==> config.mk <==
export PLATFORM = sky130hd
export DESIGN_NAME = tag_ram
export DESIGN_NICKNAME = d
export VERILOG_FILES = /design/src/verilog/l1c_pkg.sv /design/src/verilog/tag_ram.sv
export VERILOG_INCLUDE_DIRS = /design/src /design/src/verilog
export SDC_FILE = /design/constraint.sdc
export NUM_CORES = 1
export LEC_CHECK = 0
export BUFFER_PORTS_ARGS = -buffer_cell sky130_fd_sc_hd__buf_4
export CAP_MARGIN = 20
export CORE_MARGIN = 2
export CORE_UTILIZATION = 55
export DETAILED_ROUTE_END_ITERATION = 6
export PLACE_DENSITY = 0.69
export SLEW_MARGIN = 15
export SYNTH_ARGS = -nofsm -noshare
export SYNTH_HDL_FRONTEND = slang
export SYNTH_SLANG_ARGS = --single-unit
==> constraint.sdc <==
create_clock -name clk -period 7.9 [get_ports clk]
set_clock_uncertainty 0.2 [all_clocks]
set_input_delay 0.79 -clock clk [delete_from_list [all_inputs] [get_ports clk]]
set_output_delay 0.79 -clock clk [all_outputs]
set_load 0.01 [all_outputs]
==> src/verilog/l1c_config.svh <==
`ifndef L1C_CONFIG_SVH
`define L1C_CONFIG_SVH

// ##############################
// cache geometry
// ##############################

`define L1C_ADDR_W  32
`define L1C_DATA_W  32
`define L1C_OFS_W   4   // 16 bytes per line
`define L1C_IDX_W   6   // 64 lines
`define L1C_TAG_W   (`L1C_ADDR_W - `L1C_IDX_W - `L1C_OFS_W)
`define L1C_LINE_W  128

// ##############################
// bus
// ##############################

`define L1C_BEATS   4   // words per refill burst

`endif

==> src/verilog/l1c_pkg.sv <==
`default_nettype none

`include "l1c_config.svh"

package l1c_pkg;

    typedef enum logic [2:0] {
        ST_IDLE   = 3'd0,
        ST_CMP    = 3'd1,  // tag compare one cycle after acceptance
        ST_MREQ   = 3'd2,  // refill address phase
        ST_REFILL = 3'd3,
        ST_WRITE  = 3'd4,  // write-through store
        ST_READ   = 3'd5   // single-beat bypass read
    } l1c_state_e;

    typedef logic [`L1C_TAG_W-1:0]  l1c_tag_t;
    typedef logic [`L1C_LINE_W-1:0] l1c_line_t;

endpackage

`default_nettype wire

==> src/verilog/tag_ram.sv <==
`timescale 1ns/1ps
`default_nettype none

`include "l1c_config.svh"

module tag_ram (
    input  wire                     clk,
    input  wire                     tag_cs,
    input  wire                     tag_we,
    input  wire [`L1C_IDX_W-1:0]    tag_addr,
    input  wire l1c_pkg::l1c_tag_t  tag_wdata,
    output l1c_pkg::l1c_tag_t       tag_rdata
);

    l1c_pkg::l1c_tag_t mem [0:(1 << `L1C_IDX_W)-1];

    // read data holds its value while the array is not selected
    always_ff @(posedge clk) begin
        if (tag_cs) begin
            if (tag_we) begin
                mem[tag_addr] <= tag_wdata;
            end else begin
                tag_rdata <= mem[tag_addr];
            end
        end
    end

endmodule

`default_nettype wire

# [After elaboration in Yosys (flattened, before gate mapping)]
# Memory sizes are Yosys's and may differ from the RTL's. A register that Yosys moved wholly into a read port is not among the register bits.
# Index checks and enable logic that the tools add are counted.
[word_totals] ramBits=1408 reg_bits=0 wordCells=6 mem_count=1 inputBits=31
[op_classes] reduce_logical=1 n_bitwise=1 n_mux=3
[memory_table] memory="mem" depth=64 word_bits=22 rd=1 rd_ports_with_merged_regs=1 write_ports=1 line_no="tag_ram.sv:15" rtl="l1c_pkg::l1c_tag_t mem [0:(1 << `L1C_IDX_W)-1];"
[ops] cell="1-bit 2-to-1 mux" n=3
[ops] cell="2-bit AND reduction" n=1
[ops] cell="1-bit inverter" n=1

# [Logic depth before layout (Yosys ltp)]
# Gate-level depths: netlist (run 1).
[logic_depth] depth_word=3 depth_mapped=10 mapped_depth_nobuf=5

# [Worst setup path after synthesis (run 1)]
# No wires, ideal clock.
[synth_timing] path_type="input to register" start="input tag_addr[0]" end="memory mem[0][0] (netlist bit) (enable)" cell_stages=7 t_required_ps=7299 n_path_buf=4 slack_ps=4375 t_arrival_ps=2924 cell_sequence="buf_6 > buf_8 > nor3_2 > buf_4 > buf_6 > nand2_1 > nor2_1"
[synth_rtl] element="start: declaration" line_no="tag_ram.sv:10" rtl="input wire [`L1C_IDX_W-1:0] tag_addr,"
[synth_rtl] element="end: declaration" line_no="tag_ram.sv:15"
# No word-level cell before the write port.

==> summary.txt, run 1 <==
Status - finished, final reports clean
Total congestion overflow - 0
# IOs - 53
Mapped Area - 54,220 um^2
Max Transition Viols Final - 0
First-pass GRT wire length - 218,900 um
Sw frac - 21.92%
Initial Util - 55.33%
Die Height - 318.0 um
WL met3 - 20,320 um
Worst-path clk slew - 0.06 ns
Crit path launch type - input port
Flops & latches, synth - 1,430
Routed met1 length - 54,950 um
R2R Setup Slk - 5.16 ns
PwrDens - 257.8 nW/um^2
Cts hold-fix bufs - 0
Tightest Pin Transition - 1.286 ns
# rows - 115
Place WS - 2.810 ns
Maximum vdd ir drop - 200.8 uV
Remaining DRCs - 0
Final period util - 56.60%
Seq/Total Area, Yosys - 79.20%
Fin cells - 4,411
Main synth FF type - edfxtp_1
Routed vias - 31,550
Met2 WL - 70,800 um
Register share of total power - 53.9%
Nets - 3,041
Final GP Congestion - 0.9102
Routed vias/inst - 7.153
Leakage - 18.69 nW
Clk root buf - clkbuf_16
Die area - 101,100 um^2
DRT antenna net count - 0
Syn_nets - 2,998
Worst-Skew Late Latency - 0.76 ns
Main area contributors after synthesis - edfxtp_1, a221oi_1, mux2i_1
Post-layout min period - 4.471 ns
Die X - 318.0 um
Final hold vios - 0
Area Overhead vs Synth - 11.71%
Core Region - 97,990 um^2
Top-area cell type share of the netlist area - 79.20%
Max_cap viols - 0
Power share of the combinational group - 5.3%
Setup TNS - 0 ns
Average size of a mapped cell - 18.27 um^2
Top-count cell post-synth - edfxtp_1
IO buf count - 52
Yosys top cell by area - edfxtp_1
Most frequent cells after synthesis - edfxtp_1, a221oi_1, a22oi_1
CTS buffer count - 142
H-tree depth - 4
Post-CTS setup buffers - 0
YS warnings - 0
Vias in the first global route - 30,280
Clock group share of total power - 40.9%
Layout cell share with drive strength beyond 1 - 16.22%
Cts repair resizes - 0
Crit Path Class - input port to register
GRT Util Overall - 30.37%
Final setup margin - 3.429 ns
Synth cell types - 50
Crit path capture type - register
Post-DP HPWL - 86,530 um
Internal Power - 12.19 mW
Clock Sinks - 1,430
Fmax - 223.7 MHz
EDFF count, synth - 1,430
Slew headroom - 13.97%
Routed wire per std cell - 35.03 um
CTS tree - yes
RSZ-0062 raised after global routing - no
Worst Hold Class - input port to register
Endpoints failing setup - 0
Arr. time, crit path - 4.73 ns
Largest net degree at the start of global routing - 111
# placed instances - 4,153
Worst Path Required - 8.15 ns
Deepest clock path buffer count - 3
WL final - 154,500 um
Ys async rst share - 0%
Top Metal Used - met5
Worst-path fanout max - 91
Initial antenna violation count - 5
Switching power - 3.423 mW
Filler cells - 6,672
Cells after synthesis - 2,967
TritonRoute pass-1 iters - 6
Iter 0 DRT Violations - 5,070
-- metal layers --
metal / track usage [%] / vias to the layer above
met5: 0 / -
met4: 16.00 / 4
met3: 7.903 / 434
met2: 46.10 / 2427
met1: 40.75 / 15950
li1: - / 12740
-- cell usage in the layout (no fill, tap or decap), drive strengths merged, types with 6 or more instances in the layout --
cell	instances
o31a	10
o21ai	29
nor3	29
nand3b	8
a21oi	67
and3	8
o311a	9
o22a	11
bufinv	7
mux2	33
mux2i	124
mux4	26
a211oi	10
nor3b	10
nand4	21
nand2	35
o221ai	23
a221oi	326
a31oi	11
nand2b	6
clkinvlp	7
o31ai	9
a211o	10
nor2b	8
a22oi	147
buf	138
or3b	32
a22o	27
edfxtp	1430
nand3	35
nor2	74
clkinv	62
o22ai	129
clkbuf	175
-- worst max-delay path, stage by stage --
cell	delay [ns]
buf_8	0.51
buf_4	0.69
clkinv_2	0.67
buf_4	0.46
a221oi_1	0.34
o22ai_1	0.13
a22oi_1	0.78
nand4_1	0.15
-- power by group through the flow --
stage	sequential, mW	clock, mW	combinational, mW
CTS	8.41	6.41	0.803
global placement	8.57	0	0.782
detailed placement	8.57	0	0.802
floorplan	8.56	0	0.407
global route	8.41	6.69	0.849
finish	8.41	6.38	0.821
-- worst paths after layout --
path / from / to / cells after the start
setup / recovery: tag_addr[1] / tag_rdata[10]$_DFFE_PP_ / 8
hold reg to reg: mem[26][8]$_DFFE_PP_ / tag_rdata[8]$_DFFE_PP_ / 4
hold / removal: tag_we / tag_rdata[0]$_DFFE_PP_ / 2
setup reg to reg: mem[55][7]$_DFFE_PP_ / tag_rdata[7]$_DFFE_PP_ / 5
-- per-stage QoR --
step	hold WS (ns)	cell area [um^2]	power, mW	utilization [%]
detailed placement	0.5837	56170	9.371	57.33
CTS	0.3323	60550	15.63	61.79
finish	0.3689	60560	15.61	61.81
global placement	0.5753	56140	9.350	57.29
global route	0.3556	60550	15.95	61.79
floorplan	0.4412	54220	8.968	-
-- state kept, by name, indices dropped and copies added, names as in the netlist --
| name | cells |
|---|---|
| mem | 1408 |
| tag_rdata | 22 |
-- cell type report --
class                      instances  area [um^2]  area share [%]
antenna                            5        12.51         0.02066
multi-input combinational       1295        10510           17.36
inverter                           3        13.76         0.02273
tap                             1287         1610           2.659
sequential                      1430        42940           70.90
clock inverter                    78        656.9           1.085
clock buffer                     175         3720           6.142
timing repair buffer             138         1096           1.810
-- kinds of logic (layout without fill, tap and decap cells) --
group                  Yosys count  in the layout  synth area share, %
buffers and inverters          242            394                2.109
AO/OA/AOI/OAI                  834            834                11.85
AND/OR/NAND/NOR                278            278                2.779
other                            0              5                    0
multiplexers                   183            183                4.055
flip-flops                    1430           1430                79.20
Note: power is estimated with default switching activity, not from simulation.
==> inputs of run 2 (changes only) <==
- PLACE_DENSITY: 0.69 -> 0.72
- clock period: 7.9 -> 3.9 ns (I/O delays scaled with it)
==> run 2 against run 1 <==
Effect of this change: die area unchanged; sequential cell count unchanged; non-clock buffer count up 114; combinational power up 110%; core utilization rose by 0.98 points; first-iteration DRC count up 5.3%; clock-buffer cell count rose by 1; critical endpoint is now tag_rdata[1]$_DFFE_PP_; largest cell class unchanged.
==> summary.txt, run 2 (same netlist as run 1, synthesis figures left out) <==
Core Region - 97,990 um^2 (unchanged)
Top reg by flops - mem
Most frequent cells in the layout - edfxtp_1, a221oi_1, buf_4, a22oi_1, clkbuf_16
Commonest non-fill, non-tap cell in the layout - edfxtp_1
PwrDens - 516.8 nW/um^2 (+100%)
Leakage - 19.34 nW (+3.5%)
# IOs - 53 (unchanged)
RSZ-0062 raised after global routing - no
Worst setup endpoint - tag_rdata[1]$_DFFE_PP_
Slowest cell on the critical path - a211oi_1
Die X - 318.0 um (unchanged)
R2R Setup Slk - 1.15 ns (-4.01 ns)
DRT antenna net count - 0 (unchanged)
Routed vias - 32,060 (+1.6%)
CTS tree - yes
# rows - 115 (unchanged)
Max_cap viols - 0 (unchanged)
Vias in the first global route - 30,690 (+1.4%)
CP startpoint - tag_addr[0]
Crit path largest cell delay - 0.82 ns (+0.04 ns)
Worst-Skew Late Latency - 0.76 ns (about the same)
Total congestion overflow - 0 (unchanged)
First-pass GRT wire length - 212,800 um (-2.8%)
Nets - 3,154 (+3.7%)
Remaining DRCs - 0 (unchanged)
Deepest clock path buffer count - 3 (unchanged)
Initial antenna violation count - 7 (+2)
Status - finished, final reports clean
Initial Util - 55.33% (unchanged)
Final period util - 73.92%
Slew headroom - 30.93% (+17 points)
Final GP Congestion - 0.9237 (+1.5%)
Filler cells - 6,525 (-2.2%)
Tightest Pin Transition - 1.030 ns (-0.2559 ns)
Largest net degree at the start of global routing - 73 (-34%)
Area Overhead vs Synth - 13.47%
Arr. time, crit path - 3.16 ns (-1.57 ns)
Setup TNS - 0 ns (unchanged)
Cts repair resizes - 0 (unchanged)
Maximum vdd ir drop - 432.5 uV (+120%)
WHS - 0.03110 ns (-0.3378 ns)
Antenna cells - 0 (-5)
Worst r2r src - mem[53][1]$_DFFE_PP_
Worst-path clk slew - 0.06 ns (about the same)
Reg2reg end - tag_rdata[1]$_DFFE_PP_
Layout cell share with drive strength beyond 1 - 19.09% (+2.9 points)
Worst Hold Class - input port to register
R2R cell count - 5 (unchanged)
Iter 0 DRT Violations - 5,340 (+5.3%)
Final setup margin - 1.017 ns (-2.412 ns)
GRT Util Overall - 29.06% (-1.3 points)
Max FFs per register - 1,408 (unchanged)
Final hold vios - 0 (unchanged)
Worst-path fanout max - 44 (-52%)
Critical-path cell list - buf_4 > nand2b_2 > buf_4 > o22ai_1 > o31a_1 > a211oi_1 > nand4_1
Fmax - 346.9 MHz
Post-DP HPWL - 86,550 um (about the same)
Post-layout min period - 2.883 ns
Endpoints failing setup - 0 (unchanged)
WL final - 148,000 um (-4.2%)
IO buf count - 52 (unchanged)
Worst Path Required - 4.18 ns (-3.97 ns)
H-tree depth - 4 (unchanged)
Top flop regs - mem x1408, tag_rdata x22
Die area - 101,100 um^2 (unchanged)
Clk root buf - clkbuf_16
Max Transition Viols Final - 0 (unchanged)
Routed vias/inst - 7.095 (-0.82%)
Place WS - 0.2335 ns (-2.577 ns)
Clock Sinks - 1,430 (unchanged)
Crit path launch type - input port
Die Height - 318.0 um (unchanged)
Crit path capture type - register
Routed wire per std cell - 32.75 um (-6.5%)
CTS buffer count - 141 (-0.70%)
Final Power - 31.79 mW (+100%)
Top cell by count, worst path - buf_4
Crit Path Class - input port to register
TritonRoute pass-1 iters - 6 (unchanged)
## run 2: cell count changes in the layout (fill, tap and decap cells not counted), sizes merged, moves of 4 or more
| cell | delta |
|---|---|
| buf | +110 |
| dlygate4sd3 | +4 |
| diode | -5 |
| bufinv | +4 |
| clkinvlp | -6 |
## run 2: layout make-up
cell class	instances	area (um^2)	share of cell area, %
clock buffer	176	3681	5.984
sequential	1430	42940	69.80
timing repair buffer	252	2155	3.502
clock inverter	76	738.2	1.200
inverter	3	13.76	0.02237
tap	1287	1610	2.618
multi-input combinational	1295	10380	16.87
## run 2: per-stage QoR
step / cell area (um^2) / cells / utilization, %
2_1_floorplan: 54220 / 2967 / -
3_3_place_gp: 57050 / 4263 / 58.23
3_5_place_dp: 57060 / 4263 / 58.23
4_1_cts: 61520 / 4519 / 62.78
5_1_grt: 61520 / 4519 / 62.78
6_report: 61520 / 4519 / 62.78
## run 2: power breakdown
part,switching [mW],internal [mW],leakage [nW],total [mW]
Combinational,1.23,0.499,4.32,1.73
Clock,5.58,7.45,2.15,13.0
Sequential,0.0375,17.0,12.9,17.0
## run 2: worst min-delay path by stage
stage,slack [ns],to,depth (start not counted),start
after global placement,0.56,tag_rdata[10]$_DFFE_PP_,4,mem[26][10]$_DFFE_PP_
after CTS,0.01,mem[16][2]$_DFFE_PP_,1,tag_wdata[2]
final,0.03,mem[60][11]$_DFFE_PP_,1,tag_wdata[11]
after global routing,0.04,mem[1][19]$_DFFE_PP_,1,tag_wdata[19]
after detailed placement,0.57,tag_rdata[19]$_DFFE_PP_,4,mem[24][19]$_DFFE_PP_
after floorplan,0.29,mem[0][0]$_DFFE_PP_,0,tag_wdata[0]
## run 2: layer usage
metal	global-route usage [%]	vias to the layer above	wire length, um
li1	-	12960	-
met1	39.98	16250	52930
met2	45.27	2488	69280
met3	7.260	357	19900
met4	10.99	6	5880
met5	0	-	27
## run 2: critical path, delay by kind of cell
| kind | cells | cell delay (ns) |
|---|---|---|
| and+or+nand+nor | 2 | 0.43 |
| AOI/OAI and AO/OA | 3 | 1.39 |
| buffers and inverters | 2 | 0.87 |
## run 2: timing repair
item | CTS | global route
buffers inserted | 0 | 0
hold buffers | 4 | 0
endpoints found under the hold margin | 30 | 0
