===== src/verilog/l1c_config.svh =====
`ifndef L1C_CONFIG_SVH
`define L1C_CONFIG_SVH

// ##############################
// cache geometry
// ##############################

`define L1C_ADDR_W  32
`define L1C_DATA_W  32
`define L1C_OFS_W   4   // 16 bytes per line
`define L1C_IDX_W   6   // 64 lines
`define L1C_TAG_W   (`L1C_ADDR_W - `L1C_IDX_W - `L1C_OFS_W)
`define L1C_LINE_W  128

// ##############################
// bus
// ##############################

`define L1C_BEATS   4   // words per refill burst

`endif


===== src/verilog/l1c_pkg.sv =====
`default_nettype none

`include "l1c_config.svh"

package l1c_pkg;

    typedef enum logic [2:0] {
        ST_IDLE   = 3'd0,
        ST_CMP    = 3'd1,  // tag compare one cycle after acceptance
        ST_MREQ   = 3'd2,  // refill address phase
        ST_REFILL = 3'd3,
        ST_WRITE  = 3'd4,  // write-through store
        ST_READ   = 3'd5   // single-beat bypass read
    } l1c_state_e;

    typedef logic [`L1C_TAG_W-1:0]  l1c_tag_t;
    typedef logic [`L1C_LINE_W-1:0] l1c_line_t;

endpackage

`default_nettype wire


===== src/verilog/l1c.sv =====
`timescale 1ns/1ps
`default_nettype none

`include "l1c_config.svh"

module l1c (
    input  wire                         clk,
    input  wire                         rstn,
    // core side
    input  wire                         core_req,
    input  wire                         core_wr,
    input  wire                         core_bypass,
    input  wire                         core_flush,
    input  wire [`L1C_ADDR_W-1:0]       core_addr,
    input  wire [`L1C_DATA_W-1:0]       core_wdata,
    input  wire [`L1C_DATA_W/8-1:0]     core_byte,
    output logic [`L1C_DATA_W-1:0]      core_rdata,
    output logic                        core_err,
    output logic                        core_busy,
    // bus read channels
    output logic                        arvalid,
    input  wire                         arready,
    output logic [`L1C_ADDR_W-1:0]      araddr,
    output logic [7:0]                  arlen,
    input  wire                         rvalid,
    input  wire [`L1C_DATA_W-1:0]       rdata,
    input  wire                         rlast,
    input  wire                         rerr,
    // bus write channels
    output logic                        awvalid,
    input  wire                         awready,
    output logic [`L1C_ADDR_W-1:0]      awaddr,
    output logic                        wvalid,
    input  wire                         wready,
    output logic [`L1C_DATA_W-1:0]      wdata,
    output logic [`L1C_DATA_W/8-1:0]    wstrb,
    input  wire                         bvalid,
    input  wire                         berr,
    // arrays
    output logic                        tag_cs,
    output logic                        tag_we,
    output logic [`L1C_IDX_W-1:0]       tag_addr,
    output l1c_pkg::l1c_tag_t           tag_wdata,
    input  wire l1c_pkg::l1c_tag_t      tag_rdata,
    output logic                        data_cs,
    output logic                        data_we,
    output logic [`L1C_IDX_W-1:0]       data_addr,
    output logic [`L1C_LINE_W/8-1:0]    data_be,
    output l1c_pkg::l1c_line_t          data_wdata,
    input  wire l1c_pkg::l1c_line_t     data_rdata
);

    localparam int WORD_BYTES = `L1C_DATA_W / 8;
    localparam int LINE_BYTES = `L1C_LINE_W / 8;
    localparam int BYTE_W     = $clog2(WORD_BYTES);
    localparam int WSEL_W     = $clog2(`L1C_BEATS);

    l1c_pkg::l1c_state_e           state_q;
    l1c_pkg::l1c_state_e           state_nxt;
    l1c_pkg::l1c_state_e           acc_state;

    logic [`L1C_ADDR_W-1:0]        addr_q;
    logic [`L1C_DATA_W-1:0]        wdata_q;
    logic [WORD_BYTES-1:0]         byte_q;
    logic [LINE_BYTES-1:0]         be_q;
    logic [`L1C_DATA_W-1:0]        rdata_q;
    logic [(1 << `L1C_IDX_W)-1:0]  valid_bits;
    logic                          valid_q;
    logic                          acc_q;
    logic                          err_q;
    logic [WSEL_W-1:0]             beat_cnt;
    logic [LINE_BYTES-1:0]         refill_mask;
    logic                          accept;
    logic                          hit;
    logic                          last_beat;
    logic [`L1C_IDX_W-1:0]         req_idx;
    logic [`L1C_IDX_W-1:0]         idx_q;
    logic [WSEL_W-1:0]             word_sel;

    assign req_idx   = core_addr[`L1C_OFS_W +: `L1C_IDX_W];
    assign idx_q     = addr_q[`L1C_OFS_W +: `L1C_IDX_W];
    assign word_sel  = addr_q[`L1C_OFS_W-1:BYTE_W];
    assign hit       = valid_q && (tag_rdata == addr_q[`L1C_ADDR_W-1 -: `L1C_TAG_W]);
    assign accept    = core_req && !core_busy;
    assign last_beat = rvalid && rlast;

    // ##############################
    // state machine
    // ##############################

    assign acc_state = core_wr     ? l1c_pkg::ST_WRITE :
                       core_bypass ? l1c_pkg::ST_READ  :
                                     l1c_pkg::ST_CMP;

    always_comb begin
        case (state_q)
            l1c_pkg::ST_IDLE: core_busy = 1'b0;
            l1c_pkg::ST_CMP:  core_busy = !hit;  // a hit frees the core at once
            default:          core_busy = 1'b1;
        endcase
    end

    always_comb begin
        state_nxt = state_q;
        case (state_q)
            l1c_pkg::ST_IDLE:   state_nxt = accept ? acc_state : l1c_pkg::ST_IDLE;
            l1c_pkg::ST_CMP: begin
                if (!hit) begin
                    state_nxt = l1c_pkg::ST_MREQ;
                end else begin
                    state_nxt = accept ? acc_state : l1c_pkg::ST_IDLE;
                end
            end
            l1c_pkg::ST_MREQ:   state_nxt = arready ? l1c_pkg::ST_REFILL : l1c_pkg::ST_MREQ;
            l1c_pkg::ST_REFILL: state_nxt = last_beat ? l1c_pkg::ST_IDLE : l1c_pkg::ST_REFILL;
            l1c_pkg::ST_WRITE:  state_nxt = bvalid ? l1c_pkg::ST_IDLE : l1c_pkg::ST_WRITE;
            l1c_pkg::ST_READ:   state_nxt = last_beat ? l1c_pkg::ST_IDLE : l1c_pkg::ST_READ;
            default:            state_nxt = l1c_pkg::ST_IDLE;
        endcase
    end

    always_ff @(posedge clk or negedge rstn) begin
        if (!rstn) begin
            state_q <= l1c_pkg::ST_IDLE;
            acc_q   <= 1'b0;
        end else begin
            state_q <= state_nxt;
            acc_q   <= accept;  // marks the hit-check cycle of a store
        end
    end

    // ##############################
    // request latches
    // ##############################

    always_ff @(posedge clk) begin
        if (!core_busy) begin
            addr_q  <= core_addr;
            wdata_q <= core_wdata;
            byte_q  <= core_byte;
            be_q    <= {{(LINE_BYTES - WORD_BYTES){1'b0}}, core_byte}
                       << (core_addr[`L1C_OFS_W-1:BYTE_W] * WORD_BYTES);
        end
    end

    always_ff @(posedge clk) begin
        if (state_q == l1c_pkg::ST_READ && rvalid) begin
            rdata_q <= rdata;
        end else if (state_q == l1c_pkg::ST_REFILL && rvalid && beat_cnt == word_sel) begin
            rdata_q <= rdata;  // the requested word out of the burst
        end
    end

    always_ff @(posedge clk or negedge rstn) begin
        if (!rstn) begin
            valid_q <= 1'b0;
        end else if (accept) begin
            valid_q <= valid_bits[req_idx] && !core_flush;  // a flush in the same cycle wins
        end
    end

    always_ff @(posedge clk or negedge rstn) begin
        if (!rstn) begin
            valid_bits <= '0;
        end else if (core_flush) begin
            valid_bits <= '0;
        end else if (state_q == l1c_pkg::ST_REFILL && last_beat) begin
            valid_bits[idx_q] <= !(err_q || rerr);  // any bad beat leaves the line invalid
        end
    end

    always_ff @(posedge clk or negedge rstn) begin
        if (!rstn) begin
            err_q <= 1'b0;
        end else if (accept) begin
            err_q <= 1'b0;
        end else if ((rvalid && rerr) || (bvalid && berr)) begin
            err_q <= 1'b1;
        end
    end

    // ##############################
    // refill beat tracking
    // ##############################

    always_ff @(posedge clk or negedge rstn) begin
        if (!rstn) begin
            beat_cnt    <= '0;
            refill_mask <= {{(LINE_BYTES - WORD_BYTES){1'b0}}, {WORD_BYTES{1'b1}}};
        end else if (state_q == l1c_pkg::ST_REFILL && rvalid) begin
            if (rlast) begin
                beat_cnt    <= '0;
                refill_mask <= {{(LINE_BYTES - WORD_BYTES){1'b0}}, {WORD_BYTES{1'b1}}};
            end else begin
                beat_cnt    <= beat_cnt + 1'b1;
                refill_mask <= {refill_mask[LINE_BYTES-WORD_BYTES-1:0],
                                refill_mask[LINE_BYTES-1 -: WORD_BYTES]};
            end
        end
    end

    // ##############################
    // bus channels
    // ##############################

    always_ff @(posedge clk or negedge rstn) begin
        if (!rstn) begin
            arvalid <= 1'b0;
        end else if ((accept && !core_wr && core_bypass) ||
                     (state_q == l1c_pkg::ST_CMP && !hit)) begin
            arvalid <= 1'b1;
        end else if (arready) begin
            arvalid <= 1'b0;
        end
    end

    // aw and w go up together and drop on their own ready
    always_ff @(posedge clk or negedge rstn) begin
        if (!rstn) begin
            awvalid <= 1'b0;
            wvalid  <= 1'b0;
        end else if (accept && core_wr) begin
            awvalid <= 1'b1;
            wvalid  <= 1'b1;
        end else begin
            if (awready) begin
                awvalid <= 1'b0;
            end
            if (wready) begin
                wvalid <= 1'b0;
            end
        end
    end

    assign araddr = (state_q == l1c_pkg::ST_READ) ?
                    {addr_q[`L1C_ADDR_W-1:BYTE_W], {BYTE_W{1'b0}}} :
                    {addr_q[`L1C_ADDR_W-1:`L1C_OFS_W], {`L1C_OFS_W{1'b0}}};
    assign arlen  = (state_q == l1c_pkg::ST_READ) ? 8'd0 : 8'(`L1C_BEATS - 1);
    assign awaddr = addr_q;
    assign wdata  = wdata_q;
    assign wstrb  = byte_q;

    // ##############################
    // array access
    // ##############################

    assign tag_addr  = core_busy ? idx_q : req_idx;
    assign data_addr = core_busy ? idx_q : req_idx;
    assign tag_wdata = addr_q[`L1C_ADDR_W-1 -: `L1C_TAG_W];

    always_comb begin
        tag_cs     = accept;  // tag and line are read while a request is taken
        tag_we     = 1'b0;
        data_cs    = accept;
        data_we    = 1'b0;
        data_be    = be_q;
        data_wdata = {`L1C_BEATS{wdata_q}};
        case (state_q)
            l1c_pkg::ST_REFILL: begin
                data_cs    = rvalid;
                data_we    = rvalid;
                data_be    = refill_mask;
                data_wdata = {`L1C_BEATS{rdata}};
                tag_cs     = last_beat;
                tag_we     = last_beat;
            end
            l1c_pkg::ST_WRITE: begin
                data_cs = acc_q && hit;  // store merge only on a hit
                data_we = acc_q && hit;
            end
            default: ;
        endcase
    end

    assign core_rdata = (state_q == l1c_pkg::ST_CMP) ?
                        data_rdata[word_sel*`L1C_DATA_W +: `L1C_DATA_W] : rdata_q;
    assign core_err   = err_q;

endmodule

`default_nettype wire


===== config.mk =====
export PLATFORM = sky130hd
export DESIGN_NAME = l1c
export DESIGN_NICKNAME = d
export VERILOG_FILES = /design/src/verilog/l1c_pkg.sv /design/src/verilog/l1c.sv
export VERILOG_INCLUDE_DIRS = /design/src /design/src/verilog
export SDC_FILE = /design/constraint.sdc
export NUM_CORES = 1
export LEC_CHECK = 0
export BUFFER_PORTS_ARGS = -buffer_cell sky130_fd_sc_hd__buf_2
export CORE_AREA = 2 2 229 231
export CTS_BUF_LIST = sky130_fd_sc_hd__clkbuf_16
export DETAILED_ROUTE_END_ITERATION = 7
export DIE_AREA = 0 0 231 233
export PLACE_DENSITY = 0.54
export SLEW_MARGIN = 20
export SYNTH_ARGS = -nofsm -noshare
export SYNTH_HDL_FRONTEND = slang
export SYNTH_SLANG_ARGS = --single-unit

===== constraint.sdc =====
create_clock -name clk -period 3.16 [get_ports clk]
set_input_delay 0.316 -clock clk [delete_from_list [all_inputs] [get_ports clk]]
set_output_delay 0.316 -clock clk [all_outputs]
set_load 0.02 [all_outputs]

# Word level (Yosys, flattened, before mapping)
# Cells that the tools add are included.
# totals
output_inout_bits,327
register_bits,207
mem_bits_ro,0
n_memories,0
latchBits,0
elab_cells,98
ram_bits,0
inputBits,264
# classes
eq_ne,7
n_bitwise,0
n_shift,2
mul,0
add_sub_neg,1
muxes,39
reduce_logical,31
order_cmp,3
div,0
# ops
operator,count
$mux W128,1
$mux W64,2
$shiftx A128 B8 Y32,1
$mux W32,3
$bwmux W64,1
$mux W16,2
$eq A22 B22 Y1,1
$mux W3,6
$pmux W3 S6,1
$logic_and A1 B1 Y1,16
$shl A4 B4 Y16,1
$lt A6 B7 Y1 const B,2
$mux W1,13
$reduce_bool A2 Y1,6
$bmux W1 S6,1
$demux W1 S6,1
$eq A3 B2 Y1 const B,2
$eq A3 B3 Y1 const B,2
$ge A6 B1 Y1 const B,1
$mux W2,3
$mux W6,1
$pmux W1 S2,3
$logic_not A1 Y1,5
$mux W4,1
5 further kinds,7

# Depth between registers and ports, before layout
# Gate-level depths: netlist of run 1.
# logic_depth
depth_word,10
ltp_mapped,8
ltp_nobuf,7

# Worst setup path after synthesis of run 1
# Ideal clock, no wire load.
# synth_path
path_kind,register -> register
start,reg addr_q[2] (netlist: awaddr[2])
end,reg rdata_q[0] (enable)
t_arrival_ps,3110
setup_time_ps,432
path_stages_with_launch,6
slack_ps,-382
path_cell_list,edfxtp_1 -> clkbuf_1 -> buf_2 -> xor2_1 -> or3_1 -> a21oi_1
# synth_via
elab_chain_len,3
# synth_rtl
element,line,source
start: declaration,l1c.sv:62,logic [`L1C_ADDR_W-1:0] addr_q;
start signal: assignment,l1c.sv:138,addr_q <= core_addr;
$eq A2 B2 Y1,l1c.sv:149,end else if (state_q == l1c_pkg::ST_REFILL && rvalid && beat_cnt == word_sel) begin
$logic_and A1 B1 Y1,l1c.sv:149,
$reduce_bool A2 Y1 (no source line),-,
end signal: assignment,l1c.sv:148,rdata_q <= rdata;
end signal: assignment,l1c.sv:150,rdata_q <= rdata;
end: declaration,l1c.sv:66,logic [`L1C_DATA_W-1:0] rdata_q;
# Every way passes these cells.
# A chain may end at the register's enable or synchronous reset.

# Worst setup path in the final report of run 1
# layout_path
start,reg addr_q[28] (netlist: awaddr[28])
end,out data_addr[3]
# layout_via
elab_chain_len,5
# layout_rtl
element,line,source
$eq A22 B22 Y1,l1c.sv:83,assign hit = valid_q && (tag_rdata == addr_q[`L1C_ADDR_W-1 -: `L1C_TAG_W]);
$logic_and A1 B1 Y1,l1c.sv:83,
$logic_not A1 Y1,l1c.sv:98,l1c_pkg::ST_CMP: core_busy = !hit;
$pmux W1 S2,l1c.sv:96,case (state_q)
$mux W6,l1c.sv:248,assign data_addr = core_busy ? idx_q : req_idx;
end: declaration,l1c.sv:47,"output logic [`L1C_IDX_W-1:0] data_addr,"
# Every way passes these cells.

==> results of run 1 <==
## logic make-up after synthesis
| group | Yosys count | synth area share [%] |
|---|---|---|
| AND/OR/NAND/NOR | 243 | 11.09 |
| buffers and inverters | 227 | 12.69 |
| flip-flops | 207 | 48.97 |
| multiplexers | 165 | 20.47 |
| AO/OA/AOI/OAI | 96 | 4.963 |
| XOR/XNOR | 24 | 1.786 |
| other | 1 | 0.03185 |
## area by class of cell
type / instances / area [µm²] / share of cell area [%]
antenna: 5 / 12.51 / 0.07681
clock buffer: 27 / 675.6 / 4.148
clock inverter: 23 / 148.9 / 0.9140
inverter: 11 / 43.79 / 0.2688
multi-input combinational: 536 / 4617 / 28.34
sequential: 207 / 5766 / 35.39
tap: 680 / 850.8 / 5.223
timing repair buffer: 711 / 4175 / 25.63
## synth_stat cells, types with 6 or more instances
| cell type | count | area share [%] |
|---|---|---|
| sky130_fd_sc_hd__buf_4 | 161 | 10 |
| sky130_fd_sc_hd__edfxtp_1 | 116 | 30 |
| sky130_fd_sc_hd__nand2_1 | 90 | 2.9 |
| sky130_fd_sc_hd__dfrtp_1 | 87 | 18 |
| sky130_fd_sc_hd__mux2_1 | 55 | 5.3 |
| sky130_fd_sc_hd__o21ai_1 | 50 | 2.1 |
| sky130_fd_sc_hd__mux4_2 | 36 | 6.9 |
| sky130_fd_sc_hd__clkbuf_1 | 33 | 1.1 |
| sky130_fd_sc_hd__mux2_2 | 31 | 3.0 |
| sky130_fd_sc_hd__nor2b_1 | 31 | 1.6 |
| sky130_fd_sc_hd__mux2i_1 | 30 | 2.6 |
| sky130_fd_sc_hd__nand2b_1 | 30 | 1.6 |
| sky130_fd_sc_hd__o31ai_1 | 24 | 1.5 |
| sky130_fd_sc_hd__nand3b_1 | 20 | 1.3 |
| sky130_fd_sc_hd__xnor2_1 | 15 | 1.1 |
| sky130_fd_sc_hd__and2_1 | 14 | 0.74 |
| sky130_fd_sc_hd__nand3_1 | 13 | 0.55 |
| sky130_fd_sc_hd__mux4_1 | 12 | 2.7 |
| sky130_fd_sc_hd__buf_2 | 11 | 0.47 |
| sky130_fd_sc_hd__nor2_1 | 11 | 0.35 |
| sky130_fd_sc_hd__buf_1 | 9 | 0.29 |
| sky130_fd_sc_hd__xor2_1 | 9 | 0.67 |
| sky130_fd_sc_hd__inv_1 | 8 | 0.26 |
| sky130_fd_sc_hd__and3_1 | 6 | 0.32 |
| sky130_fd_sc_hd__nor3_1 | 6 | 0.26 |
## registers in the layout, indices dropped and copies added (netlist names)
signal / cells
arvalid: 1
acc_q: 1
state_q: 3
rdata_q: 32
wvalid: 1
be_q: 16
awaddr: 32
core_err: 1
valid_bits: 64
valid_q: 1
beat_cnt: 2
refill_mask: 16
wdata: 32
wstrb: 4
awvalid: 1
## report_power, final
group / leakage, nW / switching, mW / internal [mW] / total, mW
combinational: 4.62 / 5.30 / 2.58 / 7.88
clock: 0.421 / 1.29 / 1.64 / 2.93
sequential: 2.34 / 0.576 / 3.68 / 4.25
total: 7.38 / 7.17 / 7.90 / 15.1
## how the worst max path moves through the flow
stage | endpoint | slack (ns) | depth (start not counted)
detailed placement | data_addr[3] | 0.21 | 7
CTS | data_addr[5] | -0.003 | 8
global route | tag_addr[0] | -0.09 | 8
finish | data_addr[3] | 0.007 | 8
global placement | data_addr[4] | 0.23 | 7
floorplan | awaddr[0]$_DFFE_PN_ | 0.09 | 7
## repair_timing
action | 4_1_cts | 5_1_grt
hold buffers | 84 | 0
endpoints found under the setup margin | 14 | 13
setup buffers | 8 | 2
endpoints found under the hold margin | 135 | 0
pin swaps | 6 | 9
gates resized for setup | 10 | 18
## worst max-delay path, cell delays in order (launching register included)
cell and delay, ns:
sky130_fd_sc_hd__edfxtp_1 0.43, sky130_fd_sc_hd__xnor2_2 0.20, sky130_fd_sc_hd__nand4_1 0.14, sky130_fd_sc_hd__nor4_2 0.29, sky130_fd_sc_hd__nand3_1 0.12, sky130_fd_sc_hd__buf_6 0.15
sky130_fd_sc_hd__a211o_4 0.43, sky130_fd_sc_hd__mux2_4 0.35, sky130_fd_sc_hd__buf_6 0.14
## routing by layer
layer | vias up | global-route usage, %
li1 | 4380 | -
met1 | 4955 | 26.41
met2 | 511 | 30.29
met3 | 79 | 9.645
met4 | 8 | 4.657
met5 | - | 0
## through the flow
stage	cell area [µm²]	total power, mW	cells
floorplan	11800	9.436	970
global placement	14430	11.86	2051
detailed placement	14430	11.86	2051
CTS	16200	15.09	2193
global route	16280	15.76	2197
finish	16290	15.06	2200
==> flow_summary.ini, run 1 <==
[outcome]
outcome = finished, final reports clean

[floorplan]
die_width_um = 231
fp-row-count = 83
core_area_mm2 = 0.05109
initial_utilization_pct = 23.04
fp.dieArea_mm2 = 0.05382
ioPinCount = 591
dieHeight_um = 233

[placed_design]
dp.final_hpwl_um = 45880
buffer_ports.inserted = 582
gp_congestion = 0.9833
dp_worst_setup_slack_ns = 0.2070

[sta]
fin_crit_sh_pct = 99.79
whs_ns = 0.008957
max-slew-margin-rel_pct = 37.73
skew_ns = 0.03079
finalHoldViolations = 0
finalSetupViolations = 0
fmax_mhz = 317.1
worst-slew-pin-transition_ns = 0.9270
max_slew_violation_count = 0
unrepaired_setup_endpoints_after_global_routing = true
final_period_minus_worst_setup_slack_ns = 3.153
layout_setup_ws_ns = 0.006551
final.setup.tns_ns = 0

[worst_setup_path]
worst_setup_sp_type = flip-flop
regToRegStartpoint = awaddr[28]$_DFFE_PN_
critical_path_required_ns = 2.84
timing.rr.end = wdata[24]$_DFFE_PN_
worst_ep_arrival_time_ns = 2.84
reg2regPathDepth = 9
critPathCaptureType = output port
criticalPathCategory = reg2out
r2r_setup_slack_ns = 0.47
cp-startpoint = awaddr[28]$_DFFE_PN_
critPathMaxFanout = 8

[worst_hold_path]
timing.hold.worst_endpoint = rdata_q[1]$_DFFE_PP_
hold_depth = 1
holdCritStartpoint = rdata[1]
holdCritPathClass = in2reg

[detailed_routing]
vias = 9933
routed.top_layer = met5
drt-met1-wl_um = 23530
detailedRoute.firstIterationViolations = 753
met3_wirelength_um = 7358
ant_nets = 0
route.met2.wl_um = 25350
wirelength_um = 57560
drt-pass1-iter-count = 5
post_drt_via_cell_ratio = 4.515
route.detailed.wl_per_inst_um = 26.16
route.detailed.drc = 0

[final_layout]
nNetsFinal = 1758
final_core_utilization_pct = 31.88
synthToLayoutAreaGrowth_pct = 38.37
most-common-layout-cells = 574 x sky130_fd_sc_hd__buf_2, 116 x sky130_fd_sc_hd__edfxtp_1, 90 x sky130_fd_sc_hd__nand2_1, 87 x sky130_fd_sc_hd__dfrtp_1, 84 x sky130_fd_sc_hd__dlygate4sd3_1
final_common_cell = sky130_fd_sc_hd__buf_2
filler_cell_count = 5234
final_layout_size_suffix_gt1_share_pct = 50.56

[grt]
track_usage_pct = 20.28
grt_max_degree = 65
grt_pass1_wl_um = 75840
global_route.overflow_total = 0
grt_pass1_vias = 9622
initial_antenna_violation_count = 19

[clock_network]
clock_latency_ns = 0.58
clock-root-buffer = sky130_fd_sc_hd__clkbuf_16
cts.sinks = 207
number_of_buffers_between_clock_root_and_the_deepest_sink = 3
tritoncts = done
cts-buffers-inserted = 27
cts_max_level = 1
cts.reportedPaths.clkPinSlew_ns = 0.06

[synth]
postSynthRegisterBits = 207
synthesis.area_per_instance_um2 = 12.22
async_reset_ff_share_pct = 43.96
post_synth_edffs = 116
netlist_area_before_placement_mm2 = 0.01177
proportion_of_synthesized_chip_area_in_sequential_cells_pct = 48.97
postSynthCellCount = 963
yosysWarningCount = 0
synth_flop_cell = sky130_fd_sc_hd__edfxtp_1
netlist-cell-type-count = 52

[run]
cap_violations = 0

[pwr]
irDropWorstVdd_mv = 0.4879
powerDensity_mw_per_mm2 = 924.6
static-leakage-power_nw = 7.380
No activity file was read; power rests on OpenSTA's default activity.
==> inputs of run 2 (changes only) <==
--- a/config.mk
+++ b/config.mk
@@ -6,7 +6,7 @@
 export SDC_FILE = /design/constraint.sdc
 export NUM_CORES = 1
 export LEC_CHECK = 0
-export BUFFER_PORTS_ARGS = -buffer_cell sky130_fd_sc_hd__buf_2
+export BUFFER_PORTS_ARGS = -buffer_cell sky130_fd_sc_hd__clkbuf_2
 export CORE_AREA = 2 2 229 231
 export CTS_BUF_LIST = sky130_fd_sc_hd__clkbuf_16
 export DETAILED_ROUTE_END_ITERATION = 7
==> run 2 against run 1 <==
  * The flow now finishes with violations (negative setup slack)
  * Sequential power is essentially flat
  * Core utilization rose by 0.088 points
  * Clock skew fell by 0.0088 ns
  * Critical path depth did not move
  * Register-to-register slack got worse by 0.21 ns
  * Sequential share of layout area decreased by 0.098 points
  * Hold slack improved by 0.036 ns
  * Fmax shrank 0.64%
  * Non-clock buffer count grew 3
  * Count of clock-buffer cells in the layout down 1
  * Power shrank 0.29%
  * Largest cell class unchanged
  * Highest routed layer unchanged
==> flow_summary.ini, run 2 (synthesized netlist as in run 1, its figures left out) <==
[worst_setup_path]
critPathCaptureType = output port
r2r_setup_slack_ns = 0.26
cp-startpoint = awaddr[20]$_DFFE_PN_
critical_path_required_ns = 2.84
criticalPathCategory = reg2out
reg2regPathDepth = 10
timing.rr.end = wstrb[3]$_DFFE_PN_
regToRegStartpoint = awaddr[20]$_DFFE_PN_
critPathMaxFanout = 8
worst_setup_sp_type = flip-flop
worst_ep_arrival_time_ns = 2.86

[sta]
worst-slew-pin-transition_ns = 0.7710
layout_setup_ws_ns = -0.01365
max-slew-margin-rel_pct = 48.60
finalSetupViolations = 8
finalHoldViolations = 0
unrepaired_setup_endpoints_after_global_routing = true
fmax_mhz = 315.1
max_slew_violation_count = 0
final.setup.tns_ns = -0.06038
final_period_minus_worst_setup_slack_ns = 3.174
fin_crit_sh_pct = 100.4
skew_ns = 0.02198
whs_ns = 0.04497

[final_layout]
registers.top_by_ff_count = valid_bits
final_layout_size_suffix_gt1_share_pct = 50.17
final_common_cell = sky130_fd_sc_hd__clkbuf_2
largest_register_ffs = 64
nNetsFinal = 1760
finalNonFillerCells = 2199
most-common-layout-cells = 577 x sky130_fd_sc_hd__clkbuf_2, 116 x sky130_fd_sc_hd__edfxtp_1, 90 x sky130_fd_sc_hd__nand2_1, 89 x sky130_fd_sc_hd__dlygate4sd3_1, 87 x sky130_fd_sc_hd__dfrtp_1
synthToLayoutAreaGrowth_pct = 38.75
fin_area_mm2 = 0.01633

[placed_design]
dp_worst_setup_slack_ns = 0.1010
place_area_mm2 = 0.01446
buffer_ports.inserted = 582
gp_congestion = 0.9633
placed_cells_incl_taps = 2052
dp.final_hpwl_um = 46330

[clock_network]
cts-buffers-inserted = 26
cts.reportedPaths.clkPinSlew_ns = 0.06
number_of_buffers_between_clock_root_and_the_deepest_sink = 3
tritoncts = done
cts.sinks = 207
clock_latency_ns = 0.57
cts_max_level = 1
clock-root-buffer = sky130_fd_sc_hd__clkbuf_16

[grt]
grt_max_degree = 65
grt_pass1_vias = 9661
initial_antenna_violation_count = 23
grt_pass1_wl_um = 75490
global_route.overflow_total = 0
track_usage_pct = 20.20

[pwr]
powerDensity_mw_per_mm2 = 919.4
irDropWorstVdd_mv = 0.4899
static-leakage-power_nw = 7.525

[worst_hold_path]
timing.hold.worst_endpoint = wdata[19]$_DFFE_PN_
holdCritStartpoint = core_wdata[19]
holdCritPathClass = in2reg
hold_depth = 1

[detailed_routing]
vias = 9891
drt-pass1-iter-count = 5
detailedRoute.firstIterationViolations = 676
wirelength_um = 57170
ant_nets = 0
post_drt_via_cell_ratio = 4.498
route.detailed.drc = 0
route.detailed.wl_per_inst_um = 26.00

[floorplan]
die_width_um = 231
core_area_mm2 = 0.05109
ioPinCount = 591
dieHeight_um = 233
fp.dieArea_mm2 = 0.05382
initial_utilization_pct = 23.04
fp-row-count = 83

[run]
cap_violations = 0

[outcome]
failed_checks = negative setup slack
outcome = finished, violations left
==> run 2: worst max-delay path by stage <==
| stage | cells after the start | to |
|---|---|---|
| after floorplan | 7 | awaddr[0]$_DFFE_PN_ |
| after global placement | 7 | awaddr[1]$_DFFE_PN_ |
| after detailed placement | 7 | wdata[19]$_DFFE_PN_ |
| after CTS | 8 | data_addr[4] |
| after global routing | 8 | data_addr[3] |
| final | 8 | data_addr[1] |
==> run 2: final cells by class <==
cell class / instances / area [µm²]
Clock inverter: 21 / 178.9
Multi-Input combinational cell: 536 / 4603
Clock buffer: 26 / 650.6
Fill cell: 5196 / 34760
Antenna cell: 4 / 10.01
Tap cell: 680 / 850.8
Sequential cell: 207 / 5766
Inverter: 11 / 43.79
Timing Repair Buffer: 714 / 4232
==> run 2: power breakdown <==
| group | switching (mW) | leakage [nW] | internal [mW] | total [mW] |
|---|---|---|---|---|
| Clock | 1.25 | 0.443 | 1.67 | 2.92 |
| Sequential | 0.586 | 2.34 | 3.68 | 4.26 |
| Combinational | 5.30 | 4.74 | 2.53 | 7.84 |
==> run 2: timing repair <==
item	in CTS	in global routing
buffers inserted	6	1
endpoints found under the setup margin	15	14
gates resized for setup	18	7
hold endpoints to repair	138	0
pin swaps	5	4
hold buffers	89	0
==> run 2: layer usage <==
layer  track usage, %  vias up  wire [µm]  part of all wire, %
met5                0        -         69                 0.12
met4            4.698       12       1444                  2.5
met3            9.461       78       7407                   13
met2            30.28      514      25120                   44
met1            26.27     4925      23130                   40
li1                 -     4362          -                    -
==> run 2: through the flow <==
step | utilization, % | total power [mW]
floorplan | - | 9.436
global placement | 28.30 | 11.88
detailed placement | 28.30 | 11.91
CTS | 31.90 | 15.15
global route | 31.95 | 15.74
finish | 31.97 | 15.02
==> run 2: worst max-delay path: stages, from the launching register on <==
cell and delay (ns):
sky130_fd_sc_hd__edfxtp_1 0.41, sky130_fd_sc_hd__xnor2_1 0.25, sky130_fd_sc_hd__nand4_1 0.14, sky130_fd_sc_hd__nor4_2 0.30
sky130_fd_sc_hd__nand3_1 0.12, sky130_fd_sc_hd__buf_6 0.15, sky130_fd_sc_hd__a211o_4 0.43, sky130_fd_sc_hd__mux2_4 0.36
sky130_fd_sc_hd__buf_8 0.14
